==> src/hdl/cpu_macros.svh <==
// ----------------------------
// core-wide widths and constants,
// included by any file that needs them
// ----------------------------

`ifndef CPU_MACROS_SVH
`define CPU_MACROS_SVH

// data and address width
`define CPU_WORD_W 32

// architectural registers
`define CPU_REG_CNT 32

// fetch address after reset
`define CPU_PC_INIT 32'h0000_0000

// all-zero word, sll r0,r0,0
`define CPU_NOP 32'h0000_0000

`endif

==> src/hdl/cpu_pkg.sv <==
// ----------------------------
// instruction encodings, alu ops and the
// payloads carried by the stage latches
// ----------------------------

`default_nettype none

`include "cpu_macros.svh"

package cpu_pkg;

	typedef enum logic [5:0] {
		OP_RTYPE = 6'h00,
		OP_ADDIU = 6'h09,
		OP_SLTI  = 6'h0a,
		OP_ANDI  = 6'h0c,
		OP_ORI   = 6'h0d,
		OP_LUI   = 6'h0f,
		OP_LW    = 6'h23,
		OP_SW    = 6'h2b,
		OP_HALT  = 6'h3f
	} opcode_t;

	typedef enum logic [5:0] {
		FN_SLL  = 6'h00,
		FN_ADDU = 6'h21,
		FN_SUBU = 6'h23,
		FN_AND  = 6'h24,
		FN_OR   = 6'h25,
		FN_SLT  = 6'h2a
	} funct_t;

	typedef enum logic [2:0] {
		ALU_ADD,
		ALU_SUB,
		ALU_AND,
		ALU_OR,
		ALU_SLT,
		ALU_SLL,
		ALU_LUI
	} alu_op_t;

	typedef enum logic {
		WB_ALU = 1'b0,
		WB_MEM = 1'b1
	} wb_src_t;

	typedef struct packed {
		logic [`CPU_WORD_W-1:0] instr;
		logic                   valid;
	} if_id_t;

	typedef struct packed {
		alu_op_t                alu_op;
		logic                   use_imm;
		logic [`CPU_WORD_W-1:0] rdat1;
		logic [`CPU_WORD_W-1:0] rdat2;
		logic [`CPU_WORD_W-1:0] imm;
		logic [4:0]             shamt;
		logic [4:0]             dest;
		logic                   mem_ren;
		logic                   mem_wen;
		logic                   reg_wen;
		wb_src_t                wb_src;
		logic                   halt;
	} id_ex_t;

	typedef struct packed {
		logic [`CPU_WORD_W-1:0] alu_res;
		logic [`CPU_WORD_W-1:0] store;
		logic [4:0]             dest;
		logic                   mem_ren;
		logic                   mem_wen;
		logic                   reg_wen;
		wb_src_t                wb_src;
		logic                   halt;
	} ex_mem_t;

	// result already holds load data for a load
	typedef struct packed {
		logic [`CPU_WORD_W-1:0] result;
		logic [4:0]             dest;
		logic                   reg_wen;
		wb_src_t                wb_src;
	} mem_wb_t;

endpackage

`default_nettype wire

==> src/hdl/alu.sv <==
// ----------------------------
// combinational integer alu for the
// EX stage, zero flag for later branches
// ----------------------------

`default_nettype none

`include "cpu_macros.svh"

module alu (
	input  logic [`CPU_WORD_W-1:0] a,
	input  logic [`CPU_WORD_W-1:0] b,
	input  logic [4:0]             shamt,
	input  cpu_pkg::alu_op_t       op,
	output logic [`CPU_WORD_W-1:0] result,
	output logic                   zero
);

	logic lt_signed;

	assign lt_signed = $signed(a) < $signed(b);

	always_comb begin
		case (op)
			cpu_pkg::ALU_ADD: result = a + b;
			cpu_pkg::ALU_SUB: result = a - b;
			cpu_pkg::ALU_AND: result = a & b;
			cpu_pkg::ALU_OR:  result = a | b;
			cpu_pkg::ALU_SLT: result = {{(`CPU_WORD_W-1){1'b0}}, lt_signed};
			// shifts the rt operand, as in sll rd,rt,sa
			cpu_pkg::ALU_SLL: result = b << shamt;
			// immediate moves to the upper half
			cpu_pkg::ALU_LUI: result = {b[15:0], 16'h0000};
			default:          result = '0;
		endcase
	end

	assign zero = (result == '0);

endmodule

`default_nettype wire

==> src/hdl/datapath.sv <==
// ----------------------------
// five-stage pipelined core, top level
// with instruction and data memory ports
// ----------------------------

`default_nettype none

`include "cpu_macros.svh"

module datapath (
	input  logic                   CLK,
	input  logic                   arst_n,
	// instruction side
	output logic [`CPU_WORD_W-1:0] imemaddr,
	output logic                   imemren,
	input  logic [`CPU_WORD_W-1:0] imemload,
	input  logic                   ihit,
	// data side
	output logic [`CPU_WORD_W-1:0] dmemaddr,
	output logic [`CPU_WORD_W-1:0] dmemstore,
	output logic                   dmemren,
	output logic                   dmemwen,
	input  logic [`CPU_WORD_W-1:0] dmemload,
	input  logic                   dhit,
	output logic                   halt
);

	cpu_pkg::if_id_t  if_id_d, if_id_q;
	cpu_pkg::id_ex_t  id_ex_d, id_ex_q;
	cpu_pkg::ex_mem_t ex_mem_d, ex_mem_q;
	cpu_pkg::mem_wb_t mem_wb_d, mem_wb_q;

	logic [`CPU_WORD_W-1:0] pc_q;
	logic                   halt_q;
	logic                   fetch_done;
	logic                   stall;
	logic                   advance;
	logic [`CPU_WORD_W-1:0] id_instr;
	logic [`CPU_WORD_W-1:0] alu_b;

	assign halt       = halt_q | ex_mem_q.halt;
	assign fetch_done = imemren & ihit;
	assign stall      = (dmemren | dmemwen) & ~dhit;
	// everything freezes once halt is seen in MEM
	assign advance    = ~stall & ~halt;

	always_ff @(posedge CLK or negedge arst_n) begin
		if (!arst_n) begin
			pc_q   <= `CPU_PC_INIT;
			halt_q <= 1'b0;
		end else begin
			if (advance && fetch_done) begin
				pc_q <= pc_q + 4;
			end
			if (ex_mem_q.halt) begin
				halt_q <= 1'b1;
			end
		end
	end

	// IF
	assign imemaddr = pc_q;
	assign imemren  = ~halt;
	assign if_id_d  = '{instr: imemload, valid: 1'b1};

	stage_latch #(.payload_t(cpu_pkg::if_id_t)) u_if_id (
		.CLK    (CLK),
		.arst_n (arst_n),
		.en     (advance & fetch_done),
		.flush  (advance & ~fetch_done),
		.d      (if_id_d),
		.q      (if_id_q)
	);

	// ID
	assign id_instr = if_id_q.valid ? if_id_q.instr : `CPU_NOP;

	register_file u_register_file (
		.CLK    (CLK),
		.arst_n (arst_n),
		.rsel1  (id_instr[25:21]),
		.rsel2  (id_instr[20:16]),
		.wen    (mem_wb_q.reg_wen),
		.wsel   (mem_wb_q.dest),
		.wdat   (mem_wb_q.result),
		.rdat1  (id_ex_d.rdat1),
		.rdat2  (id_ex_d.rdat2)
	);

	decode_unit u_decode_unit (
		.instr   (id_instr),
		.alu_op  (id_ex_d.alu_op),
		.use_imm (id_ex_d.use_imm),
		.imm     (id_ex_d.imm),
		.shamt   (id_ex_d.shamt),
		.dest    (id_ex_d.dest),
		.reg_wen (id_ex_d.reg_wen),
		.mem_ren (id_ex_d.mem_ren),
		.mem_wen (id_ex_d.mem_wen),
		.wb_src  (id_ex_d.wb_src),
		.halt    (id_ex_d.halt)
	);

	stage_latch #(.payload_t(cpu_pkg::id_ex_t)) u_id_ex (
		.CLK    (CLK),
		.arst_n (arst_n),
		.en     (advance),
		.flush  (1'b0),
		.d      (id_ex_d),
		.q      (id_ex_q)
	);

	// EX
	assign alu_b = id_ex_q.use_imm ? id_ex_q.imm : id_ex_q.rdat2;

	alu u_alu (
		.a      (id_ex_q.rdat1),
		.b      (alu_b),
		.shamt  (id_ex_q.shamt),
		.op     (id_ex_q.alu_op),
		.result (ex_mem_d.alu_res),
		.zero   ()
	);

	always_comb begin
		ex_mem_d.store   = id_ex_q.rdat2;
		ex_mem_d.dest    = id_ex_q.dest;
		ex_mem_d.mem_ren = id_ex_q.mem_ren;
		ex_mem_d.mem_wen = id_ex_q.mem_wen;
		ex_mem_d.reg_wen = id_ex_q.reg_wen;
		ex_mem_d.wb_src  = id_ex_q.wb_src;
		ex_mem_d.halt    = id_ex_q.halt;
	end

	stage_latch #(.payload_t(cpu_pkg::ex_mem_t)) u_ex_mem (
		.CLK    (CLK),
		.arst_n (arst_n),
		.en     (advance),
		.flush  (1'b0),
		.d      (ex_mem_d),
		.q      (ex_mem_q)
	);

	// MEM
	assign dmemaddr  = ex_mem_q.alu_res;
	assign dmemstore = ex_mem_q.store;
	assign dmemren   = ex_mem_q.mem_ren & ~halt;
	assign dmemwen   = ex_mem_q.mem_wen & ~halt;

	// load data is captured on the dhit edge
	always_comb begin
		mem_wb_d.result  = (ex_mem_q.wb_src == cpu_pkg::WB_MEM) ? dmemload : ex_mem_q.alu_res;
		mem_wb_d.dest    = ex_mem_q.dest;
		mem_wb_d.reg_wen = ex_mem_q.reg_wen;
		mem_wb_d.wb_src  = ex_mem_q.wb_src;
	end

	stage_latch #(.payload_t(cpu_pkg::mem_wb_t)) u_mem_wb (
		.CLK    (CLK),
		.arst_n (arst_n),
		.en     (advance),
		.flush  (1'b0),
		.d      (mem_wb_d),
		.q      (mem_wb_q)
	);

	a_dmem_excl: assert property (@(posedge CLK) disable iff (!arst_n)
		!(dmemren && dmemwen));

	a_imem_aligned: assert property (@(posedge CLK) disable iff (!arst_n)
		imemaddr[1:0] == 2'b00);

endmodule

`default_nettype wire

==> src/hdl/decode_unit.sv <==
// ----------------------------
// instruction decoder for the ID stage,
// produces control fields and the immediate
// ----------------------------

`default_nettype none

`include "cpu_macros.svh"

module decode_unit (
	input  logic [`CPU_WORD_W-1:0] instr,
	output cpu_pkg::alu_op_t       alu_op,
	output logic                   use_imm,
	output logic [`CPU_WORD_W-1:0] imm,
	output logic [4:0]             shamt,
	output logic [4:0]             dest,
	output logic                   reg_wen,
	output logic                   mem_ren,
	output logic                   mem_wen,
	output cpu_pkg::wb_src_t       wb_src,
	output logic                   halt
);

	logic [5:0] op_field;
	logic [5:0] fn_field;
	logic       zext;

	assign op_field = instr[31:26];
	assign fn_field = instr[5:0];
	assign shamt    = instr[10:6];

	// logical immediates are zero extended
	assign imm = zext ? {16'h0000, instr[15:0]} : {{16{instr[15]}}, instr[15:0]};

	always_comb begin
		alu_op  = cpu_pkg::ALU_ADD;
		use_imm = 1'b0;
		zext    = 1'b0;
		dest    = instr[20:16];
		reg_wen = 1'b0;
		mem_ren = 1'b0;
		mem_wen = 1'b0;
		wb_src  = cpu_pkg::WB_ALU;
		halt    = 1'b0;
		case (op_field)
			cpu_pkg::OP_RTYPE: begin
				dest    = instr[15:11];
				reg_wen = 1'b1;
				case (fn_field)
					cpu_pkg::FN_SLL:  alu_op = cpu_pkg::ALU_SLL;
					cpu_pkg::FN_ADDU: alu_op = cpu_pkg::ALU_ADD;
					cpu_pkg::FN_SUBU: alu_op = cpu_pkg::ALU_SUB;
					cpu_pkg::FN_AND:  alu_op = cpu_pkg::ALU_AND;
					cpu_pkg::FN_OR:   alu_op = cpu_pkg::ALU_OR;
					cpu_pkg::FN_SLT:  alu_op = cpu_pkg::ALU_SLT;
					default:          reg_wen = 1'b0;
				endcase
			end
			cpu_pkg::OP_ADDIU: begin
				use_imm = 1'b1;
				reg_wen = 1'b1;
			end
			cpu_pkg::OP_SLTI: begin
				alu_op  = cpu_pkg::ALU_SLT;
				use_imm = 1'b1;
				reg_wen = 1'b1;
			end
			cpu_pkg::OP_ANDI: begin
				alu_op  = cpu_pkg::ALU_AND;
				use_imm = 1'b1;
				zext    = 1'b1;
				reg_wen = 1'b1;
			end
			cpu_pkg::OP_ORI: begin
				alu_op  = cpu_pkg::ALU_OR;
				use_imm = 1'b1;
				zext    = 1'b1;
				reg_wen = 1'b1;
			end
			cpu_pkg::OP_LUI: begin
				alu_op  = cpu_pkg::ALU_LUI;
				use_imm = 1'b1;
				reg_wen = 1'b1;
			end
			cpu_pkg::OP_LW: begin
				use_imm = 1'b1;
				reg_wen = 1'b1;
				mem_ren = 1'b1;
				wb_src  = cpu_pkg::WB_MEM;
			end
			cpu_pkg::OP_SW: begin
				use_imm = 1'b1;
				mem_wen = 1'b1;
			end
			cpu_pkg::OP_HALT: halt = 1'b1;
			// anything else falls through as a nop
			default: ;
		endcase
	end

endmodule

`default_nettype wire

==> src/hdl/register_file.sv <==
// ----------------------------
// 32x32 register file, two reads and one
// write, r0 fixed at zero, write-through
// ----------------------------

`default_nettype none

`include "cpu_macros.svh"

module register_file (
	input  logic                   CLK,
	input  logic                   arst_n,
	input  logic [4:0]             rsel1,
	input  logic [4:0]             rsel2,
	input  logic                   wen,
	input  logic [4:0]             wsel,
	input  logic [`CPU_WORD_W-1:0] wdat,
	output logic [`CPU_WORD_W-1:0] rdat1,
	output logic [`CPU_WORD_W-1:0] rdat2
);

	logic [`CPU_WORD_W-1:0] regs [`CPU_REG_CNT];
	logic                   wr_live;

	// r0 never takes a write
	assign wr_live = wen && (wsel != 5'd0);

	always_ff @(posedge CLK or negedge arst_n) begin
		if (!arst_n) begin
			for (int i = 0; i < `CPU_REG_CNT; i++) begin
				regs[i] <= '0;
			end
		end else if (wr_live) begin
			regs[wsel] <= wdat;
		end
	end

	// bypass so decode sees this cycle's writeback
	assign rdat1 = (wr_live && (wsel == rsel1)) ? wdat : regs[rsel1];
	assign rdat2 = (wr_live && (wsel == rsel2)) ? wdat : regs[rsel2];

	a_r0_zero: assert property (@(posedge CLK) disable iff (!arst_n)
		((rsel1 == 5'd0) |-> (rdat1 == '0)) and ((rsel2 == 5'd0) |-> (rdat2 == '0)));

endmodule

`default_nettype wire

==> src/hdl/stage_latch.sv <==
// ----------------------------
// pipeline register for any stage payload,
// holds when idle, bubble on flush
// ----------------------------

`default_nettype none

module stage_latch #(
	parameter type payload_t = logic
) (
	input  logic     CLK,
	input  logic     arst_n,
	input  logic     en,
	input  logic     flush,
	input  payload_t d,
	output payload_t q
);

	// an all-zero payload is a bubble
	always_ff @(posedge CLK or negedge arst_n) begin
		if (!arst_n) begin
			q <= '0;
		end else if (flush) begin
			q <= '0;
		end else if (en) begin
			q <= d;
		end
	end

	a_en_flush_excl: assert property (@(posedge CLK) disable iff (!arst_n)
		!(en && flush));

endmodule

`default_nettype wire

==> config.mk <==
export PLATFORM = sky130hd
export DESIGN_NAME = datapath
export DESIGN_NICKNAME = d
export VERILOG_FILES = /design/src/hdl/cpu_pkg.sv /design/src/hdl/alu.sv /design/src/hdl/datapath.sv /design/src/hdl/decode_unit.sv /design/src/hdl/register_file.sv /design/src/hdl/stage_latch.sv
export VERILOG_INCLUDE_DIRS = /design/src /design/src/hdl
export SDC_FILE = /design/constraint.sdc
export NUM_CORES = 2
export LEC_CHECK = 0
export BUFFER_PORTS_ARGS = -buffer_cell sky130_fd_sc_hd__buf_2
export CORE_UTILIZATION = 50
export DETAILED_ROUTE_END_ITERATION = 16
export PLACE_DENSITY = 0.66
export SYNTH_ARGS = -nofsm -noshare
export SYNTH_HDL_FRONTEND = slang
export SYNTH_SLANG_ARGS = --single-unit
==> constraint.sdc <==
create_clock -name CLK -period 5.9 [get_ports CLK]
set_clock_uncertainty 0.2 [all_clocks]
set_input_delay 0.885 -clock CLK [delete_from_list [all_inputs] [get_ports CLK]]
set_output_delay 0.885 -clock CLK [all_outputs]
set_load 0.05 [all_outputs]
==> results.md <==
* Outcome: complete, no violations
* Num ports at 168
* Avg WL per Cell at 31.0 um
* Post-DP HPWL at 152000 um
* RSZ-0062 raised after global routing: false
* Gr usage total at 33.0%
* Number of synthesized flops with an enable pin at 0
* Total gr overflow at 0
* CP startpoint: u_id_ex.q[45]
* R2R Path Start: u_id_ex.q[45]
* Max cap viols at 0
* Clock slew at reported path FFs at 60 ps
* Min-delay src: imemload[30]
* Synth Flop Type: dfrtp_1
* Core region area at 146000 um^2
* FF/Latch Area at 32400 um^2
* Setup violators final at 0
* Area of the multi-input gates at 38600 um^2
* Crit-path max FO at 10
* Peak supply drop at 0.321 mV
* Ys Warns at 0
* Area leader, netlist: dfrtp_1
* Synthesized area per cell at 12.0 um^2
* Kind of critical path: register to register
* Post-Syn Area at 74000 um^2
* Leakage at 36.9 nW
* Tmin final at 4630 ps
* CP required at 6380 ps
* Top-area cell type share of the netlist area at 43.7%
* Tot Pwr at 0.0348 W
* Final hold vios at 0
* Final #Nets at 6113
* PostCTS Resize Cnt at 0
* Setup tns final at 0 ps
* DR vias at 53426
* Initial Util at 50.6%
* Drt pass-1 iters at 7
* Number of remaining DRC errors at 0
* CTS sink count at 1293
* Yosys cell types at 94
* Post-CTS setup buffers at 0
* Die Area at 150000 um^2
* # H-tree levels at 4
* Critical path arrival at 5120 ps
* Final count of pins violating max slew at 0
* Initial antenna violation count at 9
* Die Wd at 387 um
* Hold Crit Class: input pin to register
* Share of cells above drive strength 1 at 33.6%
* Clock buffers created by TritonCTS at 147
* Pwr Density at 430 nW/um^2
* Rel. slew slack at 19.1%
* Antenna-violating nets left at 0
* Fill cell count at 12140
* Layout area overhead at 9.49%
* Largest net degree at the start of global routing at 189
* First-pass GRT wire length at 367000 um
* Post-synthesis sequential area ratio at 43.7%
* Clock Latency Late Sink at 810 ps
* Initial DRC count at 5420
* CTS Hold Bufs at 1
* Vias per inst at 6.70
* Setup crit end kind: register
* Die Y at 387 um
* Mapped Cells at 6156
* Placer Congestion at 0.980
* Root buffer cell: clkbuf_16
* Max Freq at 0.216 GHz
* Number of port buffers at 165
* CP Launch Type: register
* Ys async rst share at 100%
* Worst-margin pin slew at 1210 ps
* CTS tree: yes
* Tcrit/Tclk final at 78.5%
* Vias in the first global route at 53469
* Wirelength, routed at 248000 um
* Max Root-Sink Buffers at 3
* Rows at 140
* Area contributors post-synth: dfrtp_1 44%, mux2_2 15%, mux4_2 12%
* Synthesis-stage register bit count at 1293
-- worst max-delay path, stage by stage (launching register included) --
cell and delay, ps:
dfrtp_1 490, and2_1 580, buf_4 310, a21oi_1 100, ha_1 430, or3_1 430, nor4_1 380, and3_1 280
o311ai_1 220, nand2_1 260, a221o_1 200, mux2_1 320, a21oi_1 190, o211ai_2 80
-- cells in the mapped netlist (29+ instances only) --
cell,instances
buf_1,121
o211ai_1,47
mux2i_1,588
nand2_1,517
buf_4,68
ha_1,100
buf_2,70
nor3_1,29
xnor2_1,44
mux4_2,405
mux2_2,1007
a21oi_1,125
o21ai_0,165
o22ai_1,276
nor2_1,132
clkbuf_1,418
o21ai_1,94
inv_1,98
nand3_1,199
dfrtp_1,1293
-- metrics by stage --
| stage | area (um^2) | cells | hold WS (ps) | setup WS (ps) | util (%) |
|---|---|---|---|---|---|
| 2_1_floorplan | 74000 | 6157 | 228 | 1620 | - |
| 3_3_place_gp | 76100 | 7710 | 176 | 1380 | 52.0 |
| 3_5_place_dp | 76100 | 7710 | 182 | 1340 | 52.0 |
| 4_1_cts | 81000 | 7972 | 64.9 | 1330 | 55.4 |
| 5_1_grt | 81000 | 7972 | 91.1 | 1070 | 55.4 |
| 6_report | 81000 | 7975 | 113 | 1270 | 55.4 |
-- cell families (layout without fill, tap and decap cells) --
family / after synthesis / after routing / synth area share, %
other cells: 1 / 5 / 0.00507
buf+inv: 785 / 683 / 4.46
xor+xnor: 67 / 67 / 0.793
mux: 2005 / 2005 / 35.7
compound gates: 888 / 888 / 7.49
flops: 1293 / 1293 / 43.7
fa+ha+maj: 102 / 102 / 1.74
simple gates: 1015 / 1015 / 6.08
-- layout make-up --
class                   count  area share, %
well taps                1917           2.96
clock inverters            49          0.817
repair buffers            316           2.84
diodes                      3        0.00926
clock buffers             212           5.27
flip-flops and latches   1293           40.0
inverters                 106          0.491
multi-input cells        4079           47.7
-- flip-flops by register name, summed over array words and instances (netlist names) --
signal                cells
u_ex_mem.q               73
halt_q                    1
imemaddr                 30
u_register_file.regs   1024
u_id_ex.q                94
u_if_id.q                33
u_mem_wb.q               38
-- path summary, 6_finish.rpt --
check	endpoint	slack, ps	cells after the start
min in group asynchronous	u_register_file.regs[598]	550	2
max in group asynchronous	u_if_id.q[25]	3470	3
worst max-delay path	u_ex_mem.q[73]	1270	13
worst min register to register	u_register_file.regs[1003]	190	0
worst max register to register	u_ex_mem.q[73]	1270	13
worst min-delay path	u_if_id.q[31]	110	3
-- cell usage in the layout (no fill, tap or decap), drive strengths merged, types with 44 or more instances in the layout --
cell type	n
mux2i	591
ha	100
mux2	1009
o21ai	259
inv	110
nand3	199
dfrtp	1293
xnor2	44
clkbuf	212
a21oi	126
mux4	405
o211ai	50
o22ai	276
nand2	517
nor2	132
buf	315
-- layer usage --
layer	part of all wire (%)	global-route usage (%)	up-vias	routed length (um)
met5	0.016	0	-	40
met4	4.5	14.0	6	11200
met3	8.6	7.46	643	21300
met2	45	49.9	2510	112000
met1	42	45.9	27950	103000
li1	-	-	22317	-
-- report_power, final --
group / leakage (nW) / internal, W / switching, W / total (W)
registers: 17.8 / 0.0103 / 0.00195 / 0.0122
logic: 16.7 / 0.00503 / 0.00815 / 0.0132
clock network: 2.42 / 0.00556 / 0.00388 / 0.00944
total: 36.9 / 0.0208 / 0.0140 / 0.0348
Note: power is estimated with default switching activity, not from simulation.
